--- src/source/cpuPkg.sv ---
`default_nettype none

package cpuPkg;

    // data word and instruction word share one width
    typedef logic [31:0] wordT;
    typedef logic [4:0] regAddrT;
    typedef logic [5:0] opcodeT;
    typedef logic [5:0] functT;

    typedef enum logic [2:0] {
        aluAdd,
        aluSub,
        aluAnd,
        aluOr,
        aluSlt
    } aluOpT;

    // opcode field, instr[31:26]
    localparam opcodeT opRType = 6'h00;
    localparam opcodeT opAddi = 6'h08;
    localparam opcodeT opAndi = 6'h0c;
    localparam opcodeT opOri = 6'h0d;

    // function field of r-type, instr[5:0]
    localparam functT fnAdd = 6'h20;
    localparam functT fnSub = 6'h22;
    localparam functT fnAnd = 6'h24;
    localparam functT fnOr = 6'h25;
    localparam functT fnSlt = 6'h2a;

endpackage

`default_nettype wire

--- src/source/alu.sv ---
`timescale 1ns/1ns
`default_nettype none

module alu (
    input  wire cpuPkg::wordT  opA,
    input  wire cpuPkg::wordT  opB,
    input  wire cpuPkg::aluOpT aluOp,
    output cpuPkg::wordT       result
);

    always_comb begin
        case (aluOp)
            // add and sub simply wrap, no overflow detection
            cpuPkg::aluAdd: result = opA + opB;
            cpuPkg::aluSub: result = opA - opB;
            cpuPkg::aluAnd: result = opA & opB;
            cpuPkg::aluOr:  result = opA | opB;
            // signed compare, result is 0 or 1
            cpuPkg::aluSlt: result = {31'b0, $signed(opA) < $signed(opB)};
            default:        result = '0;
        endcase
    end

endmodule

`default_nettype wire

--- src/source/executeStage.sv ---
`timescale 1ns/1ns
`default_nettype none

module executeStage (
    input  wire logic            clk,
    input  wire logic            rst,
    input  wire logic            enable,
    input  wire logic            exValid1,
    input  wire logic            exWrite1,
    input  wire cpuPkg::regAddrT exDest1,
    input  wire cpuPkg::aluOpT   exAluOp1,
    input  wire cpuPkg::regAddrT exSrcA1,
    input  wire cpuPkg::regAddrT exSrcB1,
    input  wire cpuPkg::wordT    exOpA1,
    input  wire cpuPkg::wordT    exOpB1,
    input  wire cpuPkg::wordT    exImm1,
    input  wire logic            exUseImm1,
    input  wire logic            exValid2,
    input  wire logic            exWrite2,
    input  wire cpuPkg::regAddrT exDest2,
    input  wire cpuPkg::aluOpT   exAluOp2,
    input  wire cpuPkg::regAddrT exSrcA2,
    input  wire cpuPkg::regAddrT exSrcB2,
    input  wire cpuPkg::wordT    exOpA2,
    input  wire cpuPkg::wordT    exOpB2,
    input  wire cpuPkg::wordT    exImm2,
    input  wire logic            exUseImm2,
    output logic                 wbWrEn1,
    output logic                 wbWrEn2,
    output cpuPkg::regAddrT      wbReg1,
    output cpuPkg::regAddrT      wbReg2,
    output cpuPkg::wordT         wbData1,
    output cpuPkg::wordT         wbData2
);

    cpuPkg::wordT opA1;
    cpuPkg::wordT opB1;
    cpuPkg::wordT opA2;
    cpuPkg::wordT opB2;
    cpuPkg::wordT result1;
    cpuPkg::wordT result2;
    logic ewWrite1;
    logic ewWrite2;
    cpuPkg::regAddrT ewDest1;
    cpuPkg::regAddrT ewDest2;
    cpuPkg::wordT ewResult1;
    cpuPkg::wordT ewResult2;

    // writeback register bypass, lane 2 is newer so it is checked first
    function automatic cpuPkg::wordT forwardOp(
        input cpuPkg::regAddrT src,
        input cpuPkg::wordT    regVal
    );
        if (src == '0) begin
            return regVal;
        end
        if (ewWrite2 && ewDest2 == src) begin
            return ewResult2;
        end
        if (ewWrite1 && ewDest1 == src) begin
            return ewResult1;
        end
        return regVal;
    endfunction

    always_comb begin
        opA1 = forwardOp(exSrcA1, exOpA1);
        opB1 = exUseImm1 ? exImm1 : forwardOp(exSrcB1, exOpB1);
        opA2 = forwardOp(exSrcA2, exOpA2);
        opB2 = exUseImm2 ? exImm2 : forwardOp(exSrcB2, exOpB2);
    end

    alu laneAlu1 (
        .opA    (opA1),
        .opB    (opB1),
        .aluOp  (exAluOp1),
        .result (result1)
    );

    alu laneAlu2 (
        .opA    (opA2),
        .opB    (opB2),
        .aluOp  (exAluOp2),
        .result (result2)
    );

    // execute/writeback register, r0 destinations are dropped here
    always_ff @(posedge clk) begin
        if (rst) begin
            ewWrite1 <= 1'b0;
            ewWrite2 <= 1'b0;
        end else if (enable) begin
            ewWrite1 <= exValid1 && exWrite1 && exDest1 != '0;
            ewWrite2 <= exValid2 && exWrite2 && exDest2 != '0;
        end
    end

    always_ff @(posedge clk) begin
        if (enable) begin
            ewDest1 <= exDest1;
            ewDest2 <= exDest2;
            ewResult1 <= result1;
            ewResult2 <= result2;
        end
    end

    // a frozen pipeline holds writeback, so the write is qualified by enable
    assign wbWrEn1 = ewWrite1 && enable;
    assign wbWrEn2 = ewWrite2 && enable;
    assign wbReg1 = ewDest1;
    assign wbReg2 = ewDest2;
    assign wbData1 = ewResult1;
    assign wbData2 = ewResult2;

endmodule

`default_nettype wire

--- config.mk ---
export PLATFORM = sky130hd
export DESIGN_NAME = executeStage
export DESIGN_NICKNAME = d
export VERILOG_FILES = /design/src/source/cpuPkg.sv /design/src/source/alu.sv /design/src/source/executeStage.sv
export SDC_FILE = /design/constraint.sdc
export NUM_CORES = 1
export LEC_CHECK = 0
export BUFFER_PORTS_ARGS = -buffer_cell sky130_fd_sc_hd__buf_2
export CAP_MARGIN = 20
export CORE_MARGIN = 4
export CORE_UTILIZATION = 25
export CTS_CLUSTER_SIZE = 24
export DETAILED_ROUTE_END_ITERATION = 6
export HOLD_SLACK_MARGIN = 0.03
export PLACE_DENSITY = 0.49
export SYNTH_ARGS = -nofsm -noshare
export SYNTH_HDL_FRONTEND = slang
export SYNTH_SLANG_ARGS = --single-unit
--- constraint.sdc ---
create_clock -name clk -period 6.75 [get_ports clk]
set_clock_uncertainty 0.15 [all_clocks]
set_input_delay 0.3375 -clock clk [delete_from_list [all_inputs] [get_ports clk]]
set_output_delay 0.3375 -clock clk [all_outputs]
set_load 0.1 [all_outputs]
==> reports/results.txt <==
The run finished with clean final reports. The synthesized design devotes to its leading area cell type 16.9% of total area. The worst pin sits at a relative slew slack of 39.0%. The die is 257 um wide. The routed layout has 17200 vias. The synthesized design contains 74 enable-type register cells.

In the post-synthesis netlist, the biggest area contributors are sky130_fd_sc_hd__ha_1 17%, sky130_fd_sc_hd__edfxtp_1 14%, sky130_fd_sc_hd__o21ai_0 7.4%, sky130_fd_sc_hd__o22a_1 7.0%, sky130_fd_sc_hd__a21oi_1 5.4%. Detailed routing placed a total of 4.31 mm of wire on met3. The via count of the first global-routing pass was 16800. Of all nets on the critical path, the largest fanout is 23.

The routed via count divided by cell count is 5.35, and the fraction of registers with async set or reset after synthesis is 0%. Among all flip-flop cells after synthesis, the most frequent one is sky130_fd_sc_hd__edfxtp_1. The critical register-to-register path startpoint was wbReg1[3]$_DFFE_PP_. The worst reg2reg path depth is 17, and the routed length on met1 is 33.4 mm. The post-synth net total came out at 2589.

TritonCTS built the clock tree. The tree built by TritonCTS fans out to 76 sinks. In the synthesized netlist, the cells that appear most often are 229 x sky130_fd_sc_hd__o21ai_0, 215 x sky130_fd_sc_hd__nand2_1, 210 x sky130_fd_sc_hd__ha_1, 210 x sky130_fd_sc_hd__inv_1, 167 x sky130_fd_sc_hd__a21oi_1. Wire segments on met2 add up to 33.6 mm in the final route.

The biggest area contributor in the post-synthesis netlist is sky130_fd_sc_hd__ha_1. The tools report the number of post-CTS setup repair buffers as 0. The tools report the startpoint of the lowest-slack hold path as exValid1. The tools report the number of nets at the end of the flow as 2814.

Buffers placed on the I/O ports in this run total 312. Data required time of the worst path: 6.68 ns. For the boundary pin count, the log shows 313. The row count was 91. For the worst setup path, the data arrival time is 5.97 ns. The final wirelength came out at 73.4 mm.

The logs give 7.78 nW for the standby leakage power and 0.973 for the final weighted congestion in routability-driven placement. For this run, the total global-route usage over all layers was measured as 21.1%. The total overflow left after global routing is 0. The detailed router used layers up to and including met5. Final hold violation count: 0. In the synthesized netlist, the number of instances is 2138.

Power comes to 0.00301 W. The cell area after synthesis was 15500 um^2. The tools report the end point of the most critical hold path as ewWrite1$_SDFFE_PP0P_. The number of hold-repair buffers added at the cts stage came out at 11. The run gives 14.6% as the proportion of synthesized chip area in sequential cells.

TritonCTS created 9 clock buffers. In this run the power density over the cells is 164 nW/um^2. Clock tree synthesis selected as its root buffer the cell sky130_fd_sc_hd__clkbuf_16.

The most frequent cell after synthesis was sky130_fd_sc_hd__o21ai_0. The count of synthesis-stage warnings from yosys was 0; the number of synthesized register bits was 76. The tools report the maximum vdd drop as 0.119 mV.

The later pin in the worst-skew pair is clocked with a latency of 0.37 ns. The die covers 66100 um^2. In this run the worst hold path is classified as in -> reg. Fill cells in the final layout number 6731. The number of distinct library cell variants in the gate-level netlist after synthesis is 82.

Number of nets with antenna violations after detailed routing: 0. The first global-routing pass estimated 108 mm of wire. The setup violation total in the final timing report is 0, and the period utilization is 89.6%. The routed wirelength normalized by instance count works out to 22.9 um. The worst setup path is launched from a flip-flop.

The floorplan step defined a core boundary enclosing 61600 um^2. Subtracting the final worst setup slack from the clock period gives 6.05 ns. The worst register-to-register path ends at wbData1[27]$_DFFE_PP_.

Setup repair after global routing left no endpoint under its margin. The hold path depth is 3. The critical path in this run is classified as reg -> reg. The post-route netlist has 16.5% of its cells at a drive strength greater than 1. Static timing analysis puts the maximum clock frequency at 165 MHz. The worst setup path is captured at a flip-flop. In this run, post-CTS repair resized a total of 0 instances. The critical path starts at wbReg1[3]$_DFFE_PP_. After legalization and detailed placement, the total HPWL measured 59.2 mm. For the worst setup slack for register-to-register paths, the log shows 0.70 ns. The post-CTS clock slew at the launch and capture registers of the worst setup and hold paths came out at 0.07 ns. Total negative setup slack: 0 ns. The run gives 79 as the largest net degree at the start of global routing. The H-tree was split into 3 levels. The initial utilization of the core area, before any placement, comes to 25.2%. For this block, the initial DRC count from the detailed router was 1424. For the number of max-cap violations, the log shows 0. From bottom edge to top edge, the die measures 257 um. The number of antenna violations at the first check in global routing is 5. The count of pins over their slew limit is 0, and the number of buffers on the longest clock path is 2. At the pin with the least slew margin, the transition time is 0.915 ns. The pre-antenna-repair detailed-routing pass consisted of 5 iterations. The average instance in the mapped netlist occupies 7.26 um^2. The remaining design rule violation count is 0. The area growth from synthesis to layout works out to 18.2%.
==> how the worst max path moves through the flow <==
stage	to	slack, ns	cells after the start
after CTS	wbData1[0]$_DFFE_PP_	0.68	19
final	wbData1[27]$_DFFE_PP_	0.70	17
after floorplan	wbData1[28]$_DFFE_PP_	1.33	21
after global placement	wbData1[30]$_DFFE_PP_	0.57	17
after global routing	wbData1[27]$_DFFE_PP_	0.14	17
after detailed placement	wbData1[27]$_DFFE_PP_	0.71	17
==> area by class of cell <==
class	instances	area (um^2)	share of cell area, %
inverters	211	792	4.32
well taps	837	1050	5.71
repair buffers	347	1870	10.2
clock inverters	6	134	0.729
flip-flops and latches	76	2260	12.3
clock buffers	10	239	1.30
multi-input cells	1718	12000	65.4
diodes	3	7.51	0.0409
==> stage by stage <==
stage	util [%]	setup WS, ns	instances	cell area (um^2)	hold slack [ns]
6_report	29.8	0.704	3208	18400	0.0791
5_1_grt	29.8	0.136	3208	18400	0.0934
4_1_cts	29.7	0.680	3204	18300	0.0563
3_5_place_dp	29.0	0.708	3177	17800	0.377
3_3_place_gp	29.0	0.567	3177	17800	0.379
2_1_floorplan	-	1.33	2138	15500	0.257
==> routing by layer <==
| metal | track usage, % | vias up |
|---|---|---|
| li1 | - | 8159 |
| met1 | 29.2 | 8302 |
| met2 | 34.4 | 625 |
| met3 | 2.60 | 87 |
| met4 | 6.32 | 2 |
| met5 | 0 | - |
==> registers in the layout, summed over array words and instances, names as in the netlist <==
signal / cells
wbData1: 32
ewWrite1: 1
wbData2: 32
wbReg1: 5
wbReg2: 5
ewWrite2: 1
==> worst max-delay path: stages (launching register included) <==
cell and delay, ns:
sky130_fd_sc_hd__edfxtp_1 0.55, sky130_fd_sc_hd__xor2_1 0.22, sky130_fd_sc_hd__nor4_1 0.29, sky130_fd_sc_hd__nand3_1 0.30, sky130_fd_sc_hd__a21oi_4 0.60, sky130_fd_sc_hd__buf_4 0.37, sky130_fd_sc_hd__o21ai_0 0.10, sky130_fd_sc_hd__o21ai_0 0.40
sky130_fd_sc_hd__ha_1 0.44, sky130_fd_sc_hd__inv_1 0.26, sky130_fd_sc_hd__nand2_1 0.20, sky130_fd_sc_hd__o21ai_1 0.31, sky130_fd_sc_hd__nand2_1 0.11, sky130_fd_sc_hd__a2111oi_0 0.74, sky130_fd_sc_hd__o31ai_1 0.18, sky130_fd_sc_hd__mux2i_1 0.24
sky130_fd_sc_hd__xnor2_1 0.17, sky130_fd_sc_hd__o22ai_1 0.10
==> kinds of logic after synthesis <==
group | share of synthesized area [%]
fa+ha+maj | 17.4
buf+inv | 8.39
flops | 14.6
mux | 5.13
xor+xnor | 5.36
simple gates | 15.6
compound gates | 33.5
==> placed cells by master (no fill, tap or decap), drive strengths merged, types with 7 or more instances in the layout <==
cell type	netlist	layout
nand3	33	33
or2	10	10
buf	20	336
mux2i	74	74
nor4	24	24
dlygate4sd3	0	11
inv	211	212
nand2b	16	16
and3	8	8
o21a	17	17
a211oi	39	39
a2111oi	8	8
nor3	27	27
xor2	40	40
a31oi	22	22
clkbuf	113	10
o2111ai	7	7
o22a	124	124
o21ai	239	239
nor2	147	147
xnor2	55	55
o211ai	11	11
a21o	23	23
ha	210	210
o22ai	37	37
nand2	215	215
edfxtp	74	74
o21bai	20	20
or4	11	11
a21oi	168	168
nor2b	17	17
nand4	11	11
o31ai	13	13
==> power by group <==
group | internal, W | switching [W]
Combinational | 0.000530 | 0.00114
Clock | 0.000410 | 0.000236
Sequential | 0.000577 | 0.000107
Total | 0.00152 | 0.00149
Note: power is estimated with default switching activity, not from simulation.
