File: src/source/cpuPkg.sv
`default_nettype none

package cpuPkg;

    // data word and instruction word share one width
    typedef logic [31:0] wordT;
    typedef logic [4:0] regAddrT;
    typedef logic [5:0] opcodeT;
    typedef logic [5:0] functT;

    typedef enum logic [2:0] {
        aluAdd,
        aluSub,
        aluAnd,
        aluOr,
        aluSlt
    } aluOpT;

    // opcode field, instr[31:26]
    localparam opcodeT opRType = 6'h00;
    localparam opcodeT opAddi = 6'h08;
    localparam opcodeT opAndi = 6'h0c;
    localparam opcodeT opOri = 6'h0d;

    // function field of r-type, instr[5:0]
    localparam functT fnAdd = 6'h20;
    localparam functT fnSub = 6'h22;
    localparam functT fnAnd = 6'h24;
    localparam functT fnOr = 6'h25;
    localparam functT fnSlt = 6'h2a;

endpackage

`default_nettype wire

File: src/source/decodeStage.sv
`timescale 1ns/1ns
`default_nettype none

module decodeStage (
    input  wire logic           clk,
    input  wire logic           rst,
    input  wire logic           enable,
    input  wire cpuPkg::wordT   fdInstr1,
    input  wire cpuPkg::wordT   fdInstr2,
    input  wire logic           fdValid,
    // register file read side
    output cpuPkg::regAddrT     rs1,
    output cpuPkg::regAddrT     rt1,
    output cpuPkg::regAddrT     rs2,
    output cpuPkg::regAddrT     rt2,
    input  wire cpuPkg::wordT   rdData1,
    input  wire cpuPkg::wordT   rdData2,
    input  wire cpuPkg::wordT   rdData3,
    input  wire cpuPkg::wordT   rdData4,
    // lane 1 towards execute
    output logic                exValid1,
    output logic                exWrite1,
    output cpuPkg::regAddrT     exDest1,
    output cpuPkg::aluOpT       exAluOp1,
    output cpuPkg::regAddrT     exSrcA1,
    output cpuPkg::regAddrT     exSrcB1,
    output cpuPkg::wordT        exOpA1,
    output cpuPkg::wordT        exOpB1,
    output cpuPkg::wordT        exImm1,
    output logic                exUseImm1,
    // lane 2 towards execute
    output logic                exValid2,
    output logic                exWrite2,
    output cpuPkg::regAddrT     exDest2,
    output cpuPkg::aluOpT       exAluOp2,
    output cpuPkg::regAddrT     exSrcA2,
    output cpuPkg::regAddrT     exSrcB2,
    output cpuPkg::wordT        exOpA2,
    output cpuPkg::wordT        exOpB2,
    output cpuPkg::wordT        exImm2,
    output logic                exUseImm2
);

    logic write1;
    logic write2;
    cpuPkg::regAddrT dest1;
    cpuPkg::regAddrT dest2;
    cpuPkg::aluOpT aluOp1;
    cpuPkg::aluOpT aluOp2;
    cpuPkg::wordT imm1;
    cpuPkg::wordT imm2;
    logic useImm1;
    logic useImm2;

    // one lane's control, anything unknown falls out as a non-writing add
    function automatic void decodeInstr(
        input  cpuPkg::wordT    instr,
        output logic            writes,
        output cpuPkg::regAddrT dest,
        output cpuPkg::aluOpT   aluOp,
        output cpuPkg::wordT    imm,
        output logic            useImm
    );
        cpuPkg::opcodeT opcode;
        cpuPkg::functT funct;
        opcode = instr[31:26];
        funct = instr[5:0];
        writes = 1'b1;
        dest = instr[20:16];
        aluOp = cpuPkg::aluAdd;
        imm = {{16{instr[15]}}, instr[15:0]};
        useImm = 1'b1;
        case (opcode)
            cpuPkg::opRType: begin
                // r-type writes rd and takes both operands from registers
                dest = instr[15:11];
                useImm = 1'b0;
                case (funct)
                    cpuPkg::fnAdd: aluOp = cpuPkg::aluAdd;
                    cpuPkg::fnSub: aluOp = cpuPkg::aluSub;
                    cpuPkg::fnAnd: aluOp = cpuPkg::aluAnd;
                    cpuPkg::fnOr:  aluOp = cpuPkg::aluOr;
                    cpuPkg::fnSlt: aluOp = cpuPkg::aluSlt;
                    default:       writes = 1'b0;
                endcase
            end
            cpuPkg::opAddi: aluOp = cpuPkg::aluAdd;
            // logical immediates are zero extended
            cpuPkg::opAndi: begin
                aluOp = cpuPkg::aluAnd;
                imm = {16'b0, instr[15:0]};
            end
            cpuPkg::opOri: begin
                aluOp = cpuPkg::aluOr;
                imm = {16'b0, instr[15:0]};
            end
            default: writes = 1'b0;
        endcase
    endfunction

    assign rs1 = fdInstr1[25:21];
    assign rt1 = fdInstr1[20:16];
    assign rs2 = fdInstr2[25:21];
    assign rt2 = fdInstr2[20:16];

    always_comb begin
        decodeInstr(fdInstr1, write1, dest1, aluOp1, imm1, useImm1);
        decodeInstr(fdInstr2, write2, dest2, aluOp2, imm2, useImm2);
    end

    // decode/execute register, control bits
    always_ff @(posedge clk) begin
        if (rst) begin
            exValid1 <= 1'b0;
            exValid2 <= 1'b0;
            exWrite1 <= 1'b0;
            exWrite2 <= 1'b0;
        end else if (enable) begin
            exValid1 <= fdValid;
            exValid2 <= fdValid;
            exWrite1 <= write1;
            exWrite2 <= write2;
        end
    end

    // decode/execute register, payload
    always_ff @(posedge clk) begin
        if (enable) begin
            exDest1 <= dest1;
            exAluOp1 <= aluOp1;
            exSrcA1 <= rs1;
            exSrcB1 <= rt1;
            exOpA1 <= rdData1;
            exOpB1 <= rdData2;
            exImm1 <= imm1;
            exUseImm1 <= useImm1;
            exDest2 <= dest2;
            exAluOp2 <= aluOp2;
            exSrcA2 <= rs2;
            exSrcB2 <= rt2;
            exOpA2 <= rdData3;
            exOpB2 <= rdData4;
            exImm2 <= imm2;
            exUseImm2 <= useImm2;
        end
    end

    // no forwarding path exists from lane 1 into lane 2 of the same pair
    pairIndependent: assert property (@(posedge clk) disable iff (rst)
        (fdValid && write1 && dest1 != '0)
            |-> (rs2 != dest1 && (useImm2 || rt2 != dest1)));

endmodule

`default_nettype wire

File: config.mk
export PLATFORM = sky130hd
export DESIGN_NAME = decodeStage
export DESIGN_NICKNAME = d
export VERILOG_FILES = /design/src/source/cpuPkg.sv /design/src/source/decodeStage.sv
export SDC_FILE = /design/constraint.sdc
export NUM_CORES = 1
export LEC_CHECK = 0
export BUFFER_PORTS_ARGS = -buffer_cell sky130_fd_sc_hd__buf_2
export CORE_AREA = 4 4 173 175
export DETAILED_ROUTE_END_ITERATION = 16
export DIE_AREA = 0 0 177 179
export PLACE_DENSITY = 0.6
export SYNTH_ARGS = -nofsm -noshare
export SYNTH_HDL_FRONTEND = slang
export SYNTH_SLANG_ARGS = --single-unit
File: constraint.sdc
create_clock -name clk -period 1.3 [get_ports clk]
set_input_delay 0.13 -clock clk [delete_from_list [all_inputs] [get_ports clk]]
set_output_delay 0.13 -clock clk [all_outputs]
set_load 0.1 [all_outputs]
==> results by group, run 1 <==
Status
  • Outcome: finished with violations
  • Failing checks: negative setup slack

Logic synthesis
  • Simple-Gate Fraction of Synth Area: 2.49%
  • Post-synthesis sequential area ratio: 88.2%
  • Post-Syn Instances: 310
  • Compound-Gate Fraction of Synth Area: 1.51%
  • Seq cells post-synth: 203
  • Largest family of logic cells by synthesized area: buffers and inverters
  • Synth area leader: edfxtp_1
  • Share of the synthesized area in the top cell type: 87.3%
  • Post-Synthesis Cell Area: 6880 um2
  • Top FF cell, synth: edfxtp_1
  • Post-synth EDFFs: 200
  • Most frequent cell after synthesis: edfxtp_1
  • Post-Synth Adder-Cell Area: 0%
  • Post-synth top cells: edfxtp_1, buf_4, mux2_2
  • Synthesized Nets: 506
  • Asr flop ratio synth: 0%
  • Synth cell types: 22
  • Multiplexer area fraction after synthesis: 1.95%
  • Synth Area in XOR/XNOR: 0%
  • Top post-synthesis cells by area: edfxtp_1, buf_4, mux2_2
  • Syn_area_per_cell: 22.2 um2
  • Synth warn: 0

Routing
  • Vias post-DR: 5273
  • Metal-1 WL: 8280 um
  • Final WL: 23900 um
  • Wire length on met2: 12700 um
  • Post-route DRC: 0
  • Uppermost routed layer: met4
  • TritonRoute pass-1 iters: 4
  • Drt wl/cell: 17.9 um
  • Initial DRC count: 184
  • Routed met3 length: 2230 um
  • ANT nets after route: 0
  • Via-to-Cell Ratio: 3.95

STA
  • Worst Skew: 0 ns
  • Min Hold Slack: 0.0304 ns
  • Final-report setup violation count: 37
  • RSZ-0062 raised after global routing: yes
  • Final hold violations: 0
  • FMAX: 687 MHz
  • Fin crit share: 112%
  • Post-route minimum period: 1.46 ns
  • Rel. slew slack: 66.4%
  • Final worst slack: -0.156 ns
  • Worst-Margin Slew: 0.507 ns
  • Slew Viols, Final: 0

Finish
  • Number of fill cells: 2370
  • Synthesis-to-layout area growth: 92.9%
  • Final nets: 1131
  • Reg area: 6070 um2
  • Share of layout cells above drive strength 1: 54.6%
  • Final instance area: 13300 um2
  • Multi-input logic area: 417 um2
  • Util after Layout: 46.6%

Global route
  • Total GRT Usage: 13.4%
  • First-pass GRT wire length: 32700 um
  • Vias in the first global route: 5686
  • Largest net degree at the start of global routing: 64
  • Grt ovf: 0
  • Initial antenna violation count: 2

Clock network
  • Root Driver: clkbuf_16
  • CTS tree: built
  • Clk Latency, worst-skew pair: 0.49 ns
  • H-tree depth: 1
  • Num CTS Buffers: 22
  • Worst-path clk slew: 0.06 ns
  • Total clock sinks: 203
  • Max clock buf depth: 3

Placed design
  • Final GP Congestion: 0.745
  • Post-Place Setup Slack: -0.152 ns
  • Dpl cell area: 9980 um2
  • Number of port buffers: 449
  • DP HPWL: 16500 um

Die
  • # IOs: 450
  • Rows: 62
  • Chip Height: 179 um
  • Total core area: 28500 um2
  • Die W: 177 um
  • Starting Density: 24.2%
  • Die ar.: 31700 um2

Worst setup path
  • Capturing point of the worst reg2reg path: exWrite2
  • Crit Path Max Fanout: 16
  • Worst EP required: 1.17 ns
  • WS Path Type: flip-flop to output port
  • Worst Setup End Kind: output port
  • Arrival time worst endpoint: 1.33 ns
  • R2R depth: 2
  • Nature of the critical path startpoint: flip-flop
  • Worst r2r src: exWrite2
  • Flop-to-flop setup slack: 0.61 ns

Worst hold path
  • Worst min path class: primary input to flip-flop
  • Hold_sp: fdInstr1[17]
  • Min-Delay Endpoint: exDest1[1]
  • Hold path cells: 2

Power and ir drop
  • Leakage: 5.58 nW
  • VDD IR-drop max: 0.915 mV
  • Pwr Density: 1580 nW/um2

Flow run
  • Max-Cap Viols: 0
## power by group
part	switching, mW	internal, mW
Clock	2.44	3.57
Sequential	0.210	7.77
Combinational	5.21	1.71
## timing repair
| action | in CTS | in global routing |
|---|---|---|
| hold endpoints to repair | 200 | 0 |
| endpoints found under the setup margin | 234 | 97 |
| buffers inserted | 0 | 0 |
| hold buffers | 185 | 0 |
| gates resized for setup | 217 | 47 |
## flip-flops by register name, summed over array words and instances (netlist names), 17 cells and up
signal and flops:
exOpB1 32, exOpB2 32, exImm1 17, exOpA1 32, exOpA2 32, exImm2 17
## area by class of cell
| type | count | share of cell area [%] |
|---|---|---|
| antenna | 2 | 0.0377 |
| timing repair buffer | 652 | 42.1 |
| tap | 384 | 3.62 |
| multi-input combinational | 51 | 3.14 |
| clock inverter | 13 | 0.811 |
| inverter | 5 | 0.141 |
| sequential | 203 | 45.8 |
| clock buffer | 24 | 4.37 |
## logic make-up after synthesis
group           count (synthesis)
mux                            12
buf+inv                        56
simple gates                   26
compound gates                 13
flops                         203
## how the worst max path moves through the flow
stage | startpoint | endpoint | slack (ns)
after floorplan | exImm1[16] | exImm1[17] | -0.41
after global placement | fdInstr1[27] | exDest1[0] | -0.12
after detailed placement | fdInstr1[27] | exDest1[3] | -0.15
after CTS | exImm1[16] | exImm1[27] | -0.20
after global routing | exImm2[16] | exImm2[30] | -0.21
final | exImm1[16] | exImm1[26] | -0.16
## through the flow
stage | total power, mW | setup TNS, ns | std cells
floorplan | 12.7 | -12.40 | 310
global placement | 14.1 | -1.09 | 1110
CTS | 21.0 | -6.28 | 1332
finish | 20.9 | -4.84 | 1334
global route | 21.6 | -6.89 | 1333
detailed placement | 14.1 | -1.50 | 1110
## critical path, stage by stage (launching register included)
cell and delay, ns:
edfxtp_1 0.38, buf_12 0.23, buf_12 0.20
## per-layer routing
metal / vias up / track usage [%]
met2: 305 / 24.5
li1: 2413 / -
met3: 44 / 4.30
met1: 2511 / 14.7
met4: 0 / 4.32
met5: - / 0
## cells in the final DEF (no fill, tap or decap), types with 3 or more instances in the layout
master,n
dfxtp_2,3
buf_4,149
clkinv_2,5
clkinv_1,6
buf_6,60
buf_12,42
inv_1,5
dlygate4sd3_1,185
nor2_1,9
mux2_2,11
edfxtp_1,200
buf_2,214
clkbuf_16,23
nand3_1,3
No activity file was read; power rests on OpenSTA's default activity.
==> inputs of run 2 (changes only) <==
--- a/config.mk
+++ b/config.mk
@@ -6,9 +6,9 @@
 export NUM_CORES = 1
 export LEC_CHECK = 0
 export BUFFER_PORTS_ARGS = -buffer_cell sky130_fd_sc_hd__buf_2
-export CORE_AREA = 4 4 173 175
+export CORE_AREA = 4 4 172 174
 export DETAILED_ROUTE_END_ITERATION = 16
-export DIE_AREA = 0 0 177 179
+export DIE_AREA = 0 0 176 178
 export PLACE_DENSITY = 0.6
 export SYNTH_ARGS = -nofsm -noshare
 export SYNTH_HDL_FRONTEND = slang
==> results by group, run 2 (same netlist as run 1, synthesis figures left out) <==
Status
  • Outcome: finished with violations
  • Failing checks: negative setup slack

Finish
  • Final nets: 1124 (-0.62%)
  • Synthesis-to-layout area growth: 94.8%
  • Most frequent cells in the layout: buf_2, edfxtp_1, dlygate4sd3_1
  • Number of fill cells: 2322 (-2.0%)
  • Most common cell after layout, fill and taps aside: buf_2
  • Share of layout cells above drive strength 1: 54.7% (about the same)

Routing
  • Post-route DRC: 0 (unchanged)
  • ANT nets after route: 0 (unchanged)
  • Drt wl/cell: 18.4 um (+3.0%)
  • Vias post-DR: 5274 (+0.019%)
  • TritonRoute pass-1 iters: 4 (unchanged)
  • Final WL: 24300 um (+1.9%)
  • Via-to-Cell Ratio: 4.00 (+1.1%)
  • Initial DRC count: 261 (+42%)

Clock network
  • Num CTS Buffers: 22 (unchanged)
  • Clk Latency, worst-skew pair: 0.49 ns (about the same)
  • Max clock buf depth: 3 (unchanged)
  • CTS tree: built
  • H-tree depth: 1 (unchanged)
  • Worst-path clk slew: 0.06 ns (about the same)
  • Total clock sinks: 203 (unchanged)
  • Root Driver: clkbuf_16

STA
  • Post-route minimum period: 1.46 ns (+0.00726 ns)
  • Slew Viols, Final: 0 (unchanged)
  • Rel. slew slack: 66.9% (+0.47 points)
  • Worst Skew: 0 ns (unchanged)
  • Final hold violations: 0 (unchanged)
  • Final-report setup violation count: 32 (-14%)
  • Final worst slack: -0.164 ns (-0.00726 ns)
  • Worst-Margin Slew: 0.500 ns (-0.00713 ns)
  • Fin crit share: 113% (+0.56 points)
  • Min Hold Slack: 0.0714 ns (+0.0410 ns)
  • RSZ-0062 raised after global routing: yes
  • FMAX: 683 MHz (-0.50%)

Worst setup path
  • Nature of the critical path startpoint: flip-flop
  • Worst Setup End Kind: output port
  • Max incr delay on CP: 0.38 ns (about the same)
  • Most used cell, CP: buf_12
  • R2R depth: 3 (+1)
  • Critical Path Stages: 2 (unchanged)
  • Worst path cell trace: buf_12, buf_12
  • Crit Path Max Fanout: 16 (unchanged)
  • Worst path top cell family by delay: buffers and inverters
  • Slowest-stage cell, CP: edfxtp_1
  • Arrival time worst endpoint: 1.33 ns (about the same)
  • Worst EP required: 1.17 ns (about the same)
  • WS Path Type: flip-flop to output port
  • Buf/Inv on CP: 2 (unchanged)

Global route
  • Total GRT Usage: 14.1% (+0.69 points)
  • Vias in the first global route: 5677 (-0.16%)
  • First-pass GRT wire length: 33900 um (+3.5%)
  • Initial antenna violation count: 2 (unchanged)
  • Grt ovf: 0 (unchanged)
  • Largest net degree at the start of global routing: 78 (+22%)

Power and ir drop
  • Pwr Density: 1620 nW/um2 (+2.9%)
  • Leakage: 5.62 nW (+0.76%)
  • Total Power: 21.7 mW (+3.9%)
  • VDD IR-drop max: 1.04 mV (+14%)

Die
  • Chip Height: 178 um (-0.56%)
  • Starting Density: 24.8% (+0.60 points)
  • Total core area: 27800 um2 (-2.4%)
  • Die ar.: 31300 um2 (-1.1%)
  • Die W: 176 um (-0.56%)
  • Rows: 61 (-1.6%)
  • # IOs: 450 (unchanged)

Placed design
  • Final GP Congestion: 0.790 (+6.1%)
  • Number of port buffers: 449 (unchanged)
  • Post-Place Setup Slack: -0.120 ns (+0.0325 ns)
  • DP HPWL: 16300 um (-1.4%)

Flow run
  • Max-Cap Viols: 0 (unchanged)

Worst hold path
  • Hold path cells: 4 (+2)
  • Worst min path class: primary input to flip-flop
==> run 2: changes by cell type in the layout (fill, tap and decap cells not counted), sizes merged <==
| cell | delta |
|---|---|
| buf | -7 |
| bufinv | +4 |
| clkbuf | +1 |
| clkinv | -8 |
| clkinvlp | +1 |
| dlygate4sd3 | -1 |
| dlymetal6s4s | +1 |
| inv | +1 |
==> run 2: metrics by stage <==
step | instances | utilization (%) | instance area (um2) | setup TNS (ns)
after detailed placement | 1098 | 35.8 | 9940 | -1.20
after floorplan | 310 | - | 6880 | -12.40
final | 1320 | 48.2 | 13400 | -4.85
after global routing | 1320 | 48.2 | 13400 | -7.46
after global placement | 1098 | 35.8 | 9940 | -0.828
after CTS | 1319 | 47.4 | 13200 | -6.12
==> run 2: power by group <==
part	leakage (nW)	total [mW]	internal [mW]	switching [mW]
registers	1.98	7.99	7.77	0.223
logic	3.26	6.95	1.73	5.22
clock network	0.377	6.77	4.29	2.47
total	5.62	21.7	13.8	7.91
==> run 2: worst min-delay path, stage by stage <==
cell      delay [ns]
buf_2           0.12
nor3_1          0.07
o211ai_1        0.11
a311oi_2        0.10
==> run 2: repair_timing <==
action | CTS | global route
setup endpoints to repair | 229 | 115
hold buffers | 185 | 0
gates cloned | 0 | 0
setup buffers | 0 | 0
pin swaps | 0 | 4
hold endpoints to repair | 200 | 0
resized for setup | 220 | 61
==> run 2: path summary, 6_finish.rpt <==
check               endpoint  slack [ns]    startpoint
hold / removal      exWrite2        0.07  fdInstr2[27]
hold reg to reg     exWrite2        0.53      exWrite2
setup / recovery  exImm1[21]       -0.16    exImm1[16]
setup reg to reg    exValid2        0.10      exValid2
==> run 2: metal layers <==
metal  global-route usage [%]  routed length (um)  up-vias
met2                     26.1               13000      309
met5                        0                   0        -
met4                     4.26                 665        0
met3                     4.79                2430       41
met1                     15.2                8220     2533
li1                         -                   -     2391
==> run 2: cell type report <==
class / count / area [um2] / area share (%)
Tap cell: 378 / 473 / 3.53
Multi-Input combinational cell: 51 / 427 / 3.19
Timing Repair Buffer: 645 / 5620 / 41.9
Clock inverter: 11 / 221 / 1.65
Inverter: 5 / 18.8 / 0.140
Sequential cell: 203 / 6070 / 45.3
Clock buffer: 25 / 562 / 4.19
Antenna cell: 2 / 5.00 / 0.0374
